[config.mk]
export PLATFORM = sky130hd
export DESIGN_NAME = axi_trace_top
export DESIGN_NICKNAME = d
export VERILOG_FILES = /design/src/hdl/axi_chan_pkg.sv /design/src/hdl/trace_pkg.sv /design/src/hdl/channel_tap.sv /design/src/hdl/trace_arbiter.sv /design/src/hdl/trace_output_stage.sv /design/src/hdl/axi_trace_top.sv
export VERILOG_INCLUDE_DIRS = /design/src /design/src/include
export SDC_FILE = /design/constraint.sdc
export NUM_CORES = 1
export LEC_CHECK = 0
export ABC_AREA = 1
export BUFFER_PORTS_ARGS = -buffer_cell sky130_fd_sc_hd__buf_2
export CAP_MARGIN = 0
export CORE_AREA = 2 2 194 196
export CTS_CLUSTER_DIAMETER = 100
export CTS_CLUSTER_SIZE = 20
export DETAILED_ROUTE_END_ITERATION = 10
export DIE_AREA = 0 0 196 198
export GPL_ROUTABILITY_DRIVEN = 0
export PLACE_DENSITY = 0.64
export SLEW_MARGIN = 15
export SYNTH_ARGS = -nofsm -noshare
export SYNTH_HDL_FRONTEND = slang
export SYNTH_SLANG_ARGS = --single-unit
[constraint.sdc]
create_clock -name clk -period 16.3 [get_ports clk]
set_clock_uncertainty 0.05 [all_clocks]
set_input_delay 1.63 -clock clk [delete_from_list [all_inputs] [get_ports clk]]
set_output_delay 1.63 -clock clk [all_outputs]
set_load 0.02 [all_outputs]
[src/include/axi_trace_consts.svh]
`ifndef AXI_TRACE_CONSTS_SVH
`define AXI_TRACE_CONSTS_SVH

// AXI field widths seen by the tracer
`define AXI_ID_W 4
`define AXI_ADDR_W 32
`define AXI_LEN_W 8
`define AXI_DATA_W 64

// width of the trace stream payload, wide enough for the largest channel
`define TRACE_DATA_W 128

// AR, AW, R and B
`define TRACE_CHANNELS 4

`endif

[src/hdl/axi_chan_pkg.sv]
`include "axi_trace_consts.svh"

package axi_chan_pkg;

  // shared by AR and AW, id ends up in the top bits once packed
  typedef struct packed {
    logic [`AXI_ID_W-1:0]   id;
    logic [`AXI_ADDR_W-1:0] addr;
    logic [`AXI_LEN_W-1:0]  len;
    logic [2:0]             size;
    logic [1:0]             burst;
  } addr_chan_t;

  // read data beat as returned by the subordinate
  typedef struct packed {
    logic [`AXI_ID_W-1:0]   id;
    logic [`AXI_DATA_W-1:0] data;
    logic [1:0]             resp;
    logic                   last;
  } rdata_chan_t;

  // write response
  typedef struct packed {
    logic [`AXI_ID_W-1:0] id;
    logic [1:0]           resp;
  } bresp_chan_t;

endpackage

[src/hdl/trace_pkg.sv]
`include "axi_trace_consts.svh"

package trace_pkg;

  // the tag doubles as arbiter index and as the stream tdest value
  typedef enum logic [1:0] {
    CH_AR = 2'd0,
    CH_AW = 2'd1,
    CH_R  = 2'd2,
    CH_B  = 2'd3
  } chan_tag_e;

  // one captured handshake, data holds the payload zero-extended from bit 0
  typedef struct packed {
    chan_tag_e                tag;
    logic                     last;
    logic [`TRACE_DATA_W-1:0] data;
  } trace_beat_t;

endpackage

[src/hdl/channel_tap.sv]
`timescale 1ns/100ps

module channel_tap #(
  parameter type payload_t = logic [7:0]
) (
  input  logic                   clk,
  input  logic                   resetn,
  input  logic                   enable,
  input  payload_t               src_payload,
  input  logic                   src_valid,
  input  logic                   sink_ready,
  input  logic                   is_last,
  input  trace_pkg::chan_tag_e   tag,
  input  logic                   grant,
  output payload_t               sink_payload,
  output logic                   sink_valid,
  output logic                   src_ready,
  output trace_pkg::trace_beat_t beat,
  output logic                   beat_valid
);

  localparam int PW = $bits(payload_t);

  trace_pkg::trace_beat_t beat_d;
  logic                   capture;

  // the payload itself is never touched
  assign sink_payload = src_payload;

  // while a captured beat waits for its grant the channel is frozen on
  // both sides, so the next handshake cannot overwrite it
  assign sink_valid = src_valid & ~beat_valid;
  assign src_ready  = sink_ready & ~beat_valid;

  // a disabled tap still forwards traffic but never captures
  assign capture = sink_valid & sink_ready & enable;

  always_comb begin
    beat_d          = '0;
    beat_d.tag      = tag;
    beat_d.last     = is_last;
    beat_d.data[PW-1:0] = src_payload;
  end

  always_ff @(posedge clk) begin
    if (resetn) begin
      beat_valid <= 1'b0;
    end else if (grant) begin
      beat_valid <= 1'b0;
    end else if (capture) begin
      beat_valid <= 1'b1;
    end
  end

  // capture and grant never coincide because capture needs an empty tap
  always_ff @(posedge clk) begin
    if (capture) begin
      beat <= beat_d;
    end
  end

endmodule

[src/hdl/trace_arbiter.sv]
`timescale 1ns/100ps
`include "axi_trace_consts.svh"

module trace_arbiter (
  input  logic                              clk,
  input  logic                              resetn,
  input  trace_pkg::trace_beat_t            beats [`TRACE_CHANNELS],
  input  logic [`TRACE_CHANNELS-1:0]        beat_valid,
  input  logic                              stage_free,
  output logic [`TRACE_CHANNELS-1:0]        grant,
  output trace_pkg::trace_beat_t            out_beat,
  output logic                              out_load
);

  localparam int IDX_W = $clog2(`TRACE_CHANNELS);

  // channel granted most recently, the search starts one past it
  logic [IDX_W-1:0] ptr;
  logic [IDX_W-1:0] sel;
  logic             found;
  // set while an R burst is being streamed and its last beat is still ahead
  logic             r_lock;

  always_comb begin : pick
    logic [IDX_W-1:0] idx;
    sel   = ptr;
    found = 1'b0;
    for (int i = 1; i <= `TRACE_CHANNELS; i++) begin
      idx = IDX_W'((int'(ptr) + i) % `TRACE_CHANNELS);
      // during a locked burst only the R tap may win
      if (!found && beat_valid[idx] && (!r_lock || idx == trace_pkg::CH_R)) begin
        found = 1'b1;
        sel   = idx;
      end
    end
  end

  // the output stage must be able to take the beat in this very cycle
  assign out_load = found & stage_free;
  assign out_beat = beats[sel];

  always_comb begin
    grant = '0;
    if (out_load) begin
      grant[sel] = 1'b1;
    end
  end

  // pointer starts on CH_B so that CH_AR is looked at first
  always_ff @(posedge clk) begin
    if (resetn) begin
      ptr    <= trace_pkg::CH_B;
      r_lock <= 1'b0;
    end else if (out_load) begin
      ptr <= sel;
      if (sel == trace_pkg::CH_R) begin
        r_lock <= ~out_beat.last;
      end
    end
  end

endmodule

[src/hdl/trace_output_stage.sv]
`timescale 1ns/100ps
`include "axi_trace_consts.svh"

module trace_output_stage (
  input  logic                                   clk,
  input  logic                                   resetn,
  input  trace_pkg::trace_beat_t                 in_beat,
  input  logic                                   load,
  input  logic                                   stream_tready,
  output logic [`TRACE_DATA_W-1:0]               stream_tdata,
  output logic [$bits(trace_pkg::chan_tag_e)-1:0] stream_tdest,
  output logic                                   stream_tlast,
  output logic                                   stream_tvalid,
  output logic                                   stage_free
);

  trace_pkg::trace_beat_t beat_r;

  // the register drains this cycle if it is empty or being accepted
  assign stage_free = ~stream_tvalid | stream_tready;

  always_ff @(posedge clk) begin
    if (resetn) begin
      stream_tvalid <= 1'b0;
    end else if (stage_free) begin
      stream_tvalid <= load;
    end
  end

  // loads only arrive while the stage is free, so a stalled beat holds
  always_ff @(posedge clk) begin
    if (load) begin
      beat_r <= in_beat;
    end
  end

  assign stream_tdata = beat_r.data;
  assign stream_tdest = beat_r.tag;
  assign stream_tlast = beat_r.last;

endmodule

[src/hdl/axi_trace_top.sv]
`timescale 1ns/100ps
`include "axi_trace_consts.svh"

module axi_trace_top (
  input  logic                                    clk,
  input  logic                                    resetn,
  input  logic [`TRACE_CHANNELS-1:0]              channel_enable,
  // manager side
  input  axi_chan_pkg::addr_chan_t                m_ar,
  input  logic                                    m_ar_valid,
  output logic                                    m_ar_ready,
  input  axi_chan_pkg::addr_chan_t                m_aw,
  input  logic                                    m_aw_valid,
  output logic                                    m_aw_ready,
  output axi_chan_pkg::rdata_chan_t               m_r,
  output logic                                    m_r_valid,
  input  logic                                    m_r_ready,
  output axi_chan_pkg::bresp_chan_t               m_b,
  output logic                                    m_b_valid,
  input  logic                                    m_b_ready,
  // subordinate side
  output axi_chan_pkg::addr_chan_t                s_ar,
  output logic                                    s_ar_valid,
  input  logic                                    s_ar_ready,
  output axi_chan_pkg::addr_chan_t                s_aw,
  output logic                                    s_aw_valid,
  input  logic                                    s_aw_ready,
  input  axi_chan_pkg::rdata_chan_t               s_r,
  input  logic                                    s_r_valid,
  output logic                                    s_r_ready,
  input  axi_chan_pkg::bresp_chan_t               s_b,
  input  logic                                    s_b_valid,
  output logic                                    s_b_ready,
  // trace stream
  output logic [`TRACE_DATA_W-1:0]                stream_tdata,
  output logic [$bits(trace_pkg::chan_tag_e)-1:0] stream_tdest,
  output logic                                    stream_tlast,
  output logic                                    stream_tvalid,
  input  logic                                    stream_tready
);

  trace_pkg::trace_beat_t           beats [`TRACE_CHANNELS];
  logic [`TRACE_CHANNELS-1:0]       beat_valid;
  logic [`TRACE_CHANNELS-1:0]       grant;
  trace_pkg::trace_beat_t           out_beat;
  logic                             out_load;
  logic                             stage_free;

  // address channels flow from manager to subordinate
  channel_tap #(.payload_t(axi_chan_pkg::addr_chan_t)) tap_ar (
    .clk          (clk),
    .resetn       (resetn),
    .enable       (channel_enable[trace_pkg::CH_AR]),
    .src_payload  (m_ar),
    .src_valid    (m_ar_valid),
    .sink_ready   (s_ar_ready),
    .is_last      (1'b1),
    .tag          (trace_pkg::CH_AR),
    .grant        (grant[trace_pkg::CH_AR]),
    .sink_payload (s_ar),
    .sink_valid   (s_ar_valid),
    .src_ready    (m_ar_ready),
    .beat         (beats[trace_pkg::CH_AR]),
    .beat_valid   (beat_valid[trace_pkg::CH_AR])
  );

  channel_tap #(.payload_t(axi_chan_pkg::addr_chan_t)) tap_aw (
    .clk          (clk),
    .resetn       (resetn),
    .enable       (channel_enable[trace_pkg::CH_AW]),
    .src_payload  (m_aw),
    .src_valid    (m_aw_valid),
    .sink_ready   (s_aw_ready),
    .is_last      (1'b1),
    .tag          (trace_pkg::CH_AW),
    .grant        (grant[trace_pkg::CH_AW]),
    .sink_payload (s_aw),
    .sink_valid   (s_aw_valid),
    .src_ready    (m_aw_ready),
    .beat         (beats[trace_pkg::CH_AW]),
    .beat_valid   (beat_valid[trace_pkg::CH_AW])
  );

  // response channels flow back from subordinate to manager
  channel_tap #(.payload_t(axi_chan_pkg::rdata_chan_t)) tap_r (
    .clk          (clk),
    .resetn       (resetn),
    .enable       (channel_enable[trace_pkg::CH_R]),
    .src_payload  (s_r),
    .src_valid    (s_r_valid),
    .sink_ready   (m_r_ready),
    .is_last      (s_r.last),
    .tag          (trace_pkg::CH_R),
    .grant        (grant[trace_pkg::CH_R]),
    .sink_payload (m_r),
    .sink_valid   (m_r_valid),
    .src_ready    (s_r_ready),
    .beat         (beats[trace_pkg::CH_R]),
    .beat_valid   (beat_valid[trace_pkg::CH_R])
  );

  channel_tap #(.payload_t(axi_chan_pkg::bresp_chan_t)) tap_b (
    .clk          (clk),
    .resetn       (resetn),
    .enable       (channel_enable[trace_pkg::CH_B]),
    .src_payload  (s_b),
    .src_valid    (s_b_valid),
    .sink_ready   (m_b_ready),
    .is_last      (1'b1),
    .tag          (trace_pkg::CH_B),
    .grant        (grant[trace_pkg::CH_B]),
    .sink_payload (m_b),
    .sink_valid   (m_b_valid),
    .src_ready    (s_b_ready),
    .beat         (beats[trace_pkg::CH_B]),
    .beat_valid   (beat_valid[trace_pkg::CH_B])
  );

  trace_arbiter u_arbiter (
    .clk        (clk),
    .resetn     (resetn),
    .beats      (beats),
    .beat_valid (beat_valid),
    .stage_free (stage_free),
    .grant      (grant),
    .out_beat   (out_beat),
    .out_load   (out_load)
  );

  trace_output_stage u_output_stage (
    .clk           (clk),
    .resetn        (resetn),
    .in_beat       (out_beat),
    .load          (out_load),
    .stream_tready (stream_tready),
    .stream_tdata  (stream_tdata),
    .stream_tdest  (stream_tdest),
    .stream_tlast  (stream_tlast),
    .stream_tvalid (stream_tvalid),
    .stage_free    (stage_free)
  );

endmodule

==> out/results.txt <==
endpoints failing hold -> 0
status -> completed
Critical Path RT -> 16610 ps
die area -> 0.03881 mm²
Final min period -> 3879 ps
CTS tree -> yes
final setup fails -> 0
XOR/XNOR share of the synthesized area -> 0.0007634
Post-synth EDFFs -> 249
WL/cell -> 17.14 µm
HP Class -> flip-flop to flip-flop
placed cell count -> 1621
first-pass GRT wire length -> 39.78 mm
maxcap violations -> 0
DIE WIDTH -> 196 µm
clock slew at reported path FFs -> 80 ps
post-synthesis cell count -> 899
ys flop type -> edfxtp_1
vias per cell -> 4.308
Starting Density -> 0.3105
port bufs -> 447
post-synth cell types -> 32
pin count of the biggest net entering global routing -> 73
FF-to-FF path depth -> 13
period utilisation layout -> 0.2379
Pint -> 1.543 mW
Synth-to-Final Area Change -> 14.16%
TritonCTS Buffers -> 16
routed vias -> 7086
gr usage total -> 0.1367
share of cells above drive strength 1 -> 0.4402
#FFs+latches synth -> 257
Rows -> 71
clk sink count -> 257
drt first pass iters -> 4
htree depth -> 1
CP Capture Type -> flip-flop
clock buffer depth -> 3
Non-Filler Instances -> 1645
Combinational Power Share -> 0.497
Psw -> 1.312 mW
mux share of post-synthesis cell area -> 0
Syn. warnings -> 0
Worst Tran Pin Value -> 1125 ps
most frequent cells after synthesis -> edfxtp_1 (249), buf_4 (237), nand2_1 (132)
Boundary Pins -> 505
critical path type -> flip-flop to flip-flop
Post-CTS Setup Repair Bufs -> 0
WHS Path Cells -> 2
post-synthesis cell area -> 0.01147 mm²
routed wire length -> 28.19 mm
CP arrival -> 4190 ps
worst skew pair latency -> 500 ps
final hold slack -> 424.9 ps
placed wire-length estimate -> 19.66 mm
worst vdd ir -> 0.1802 mV
CP max FO -> 57
Clock Power Share -> 0.141
asr flop ratio synth -> 0
adder-cell share of the synthesized area -> 0.004362
largest area contributor in the netlist -> edfxtp_1
top post-synthesis cells by area -> edfxtp_1 (65%), buf_4 (16%), nand3_1 (5.3%)
largest family of logic cells by synthesized area -> buffers and inverters
DRT iter0 DRCs -> 250
Slew Limit Fails -> 0
fmax -> 257.8 MHz
CTS root buf -> clkbuf_16
Lkg Pwr -> 5.645 nW
sequential fraction of the synthesis area -> 0.6656
PwrDens -> 218.0 mW/mm²
GR Overflow Total -> 0
nets -> 1359
most frequent cell after synthesis -> edfxtp_1
antenna-violating nets left -> 0
top cell type's share of synthesized area -> 0.6517
Slew Limit Headroom -> 0.2498
post-layout util -> 0.3544
core area -> 0.03696 mm²
initial antenna violation count -> 1
Setup TNS Final -> 0 ps
syn avg cell area -> 12.76 µm²
Synth Area in Compound Gates -> 0.006543
Resize count post-CTS -> 0
RSZ-0062 raised after global routing -> false
Seq pwr share -> 0.362
vias in the first global route -> 6683
Post-Synth Simple-Gate Area -> 0.1446
Net Sw Frac -> 0.4595
die height -> 198 µm
# DRC -> 0
cts-stage hold buffer count -> 0
Worst Setup Start Kind -> flip-flop
## cell type report
cell class,count,area [µm²]
Antenna cell,1,2.502
Clock buffer,23,457.9
Fill cell,3670,23860
Inverter,22,87.58
Multi-Input combinational cell,413,2022
Sequential cell,257,7637
Tap cell,474,593.1
Timing Repair Buffer,455,2297
## placed cells by master (no fill, tap or decap)
| cell type | n |
|---|---|
| a21boi_2 | 1 |
| a21oi_1 | 4 |
| and3_1 | 1 |
| and3_2 | 2 |
| and3_4 | 1 |
| buf_2 | 447 |
| buf_4 | 8 |
| clkbuf_1 | 5 |
| clkbuf_16 | 17 |
| clkbuf_8 | 1 |
| conb_1 | 57 |
| dfxtp_1 | 8 |
| diode_2 | 1 |
| edfxtp_1 | 249 |
| ha_1 | 4 |
| inv_1 | 20 |
| inv_4 | 2 |
| nand2_1 | 132 |
| nand2_2 | 4 |
| nand2_4 | 1 |
| nand3_1 | 122 |
| nand3_2 | 23 |
| nand3_4 | 2 |
| nand4_1 | 1 |
| nor2_1 | 41 |
| nor2_2 | 1 |
| nor2_4 | 2 |
| nor2_8 | 1 |
| o211ai_1 | 1 |
| o21ai_0 | 6 |
| o22ai_1 | 1 |
| or2_1 | 2 |
| or2_2 | 2 |
| xor2_1 | 1 |
## sequential cells by signal (all words and copies together), names as in the netlist
name / count
tap_ar.beat: 49
tap_b.beat_valid: 1
u_output_stage.stream_tlast: 1
u_arbiter.r_lock: 1
u_output_stage.stream_tvalid: 1
tap_aw.beat_valid: 1
u_output_stage.stream_tdest: 2
u_arbiter.ptr: 2
tap_r.beat: 71
tap_r.beat_valid: 1
tap_aw.beat: 49
u_output_stage.stream_tdata: 71
tap_b.beat: 6
tap_ar.beat_valid: 1
## logic make-up (layout without fill, tap and decap cells)
logic type | Yosys count | after routing
flip-flops | 257 | 257
other | 1 | 58
AND/OR/NAND/NOR | 338 | 338
AO/OA/AOI/OAI | 13 | 13
XOR/XNOR | 1 | 1
adder cells (fa/ha/maj) | 4 | 4
buffers and inverters | 285 | 500
## power by group through the flow
stage	Combinational (mW)	Clock (mW)	Sequential [mW]
floorplan	0.977	0	1.19
global placement	1.42	0	1.05
detailed placement	1.45	0	1.05
CTS	1.45	0.420	1.04
global route	1.59	0.437	1.05
finish	1.42	0.402	1.03
## worst max-delay path, stage by stage, from the launching register on
cell,delay [ps]
dfxtp_1,580
inv_4,100
ha_1,390
inv_1,110
nand3_2,120
nand3_4,130
nand2_2,80
nor2_4,90
nand3_2,80
nand2_4,450
inv_4,480
nor2_8,770
nand2_1,120
nand3_1,110
## final timing paths
kind / slack (ps) / endpoint / from
worst min register to register: 420 / u_arbiter.r_lock / u_arbiter.r_lock
worst max-delay path: 12420 / u_output_stage.stream_tdata[40] / u_arbiter.ptr[0]
worst min-delay path: 420 / u_arbiter.r_lock / u_arbiter.r_lock
worst max register to register: 12420 / u_output_stage.stream_tdata[40] / u_arbiter.ptr[0]
## per-layer routing
layer  track usage  routed length [µm]  share of wire
met2        0.2550               14650           0.52
met5             0                   0              0
met3       0.02827                1985          0.070
met4       0.03676                 750          0.027
met1        0.1587               10800           0.38
## per-stage QoR
stage	power (mW)	setup WS, ps	instance area [µm²]
final	2.856	12420	13100
after global routing	3.075	12030	13100
after CTS	2.907	12360	13100
after detailed placement	2.498	12400	12640
after global placement	2.466	12570	12640
after floorplan	2.166	10650	11680
No activity file was read; power rests on OpenSTA's default activity.
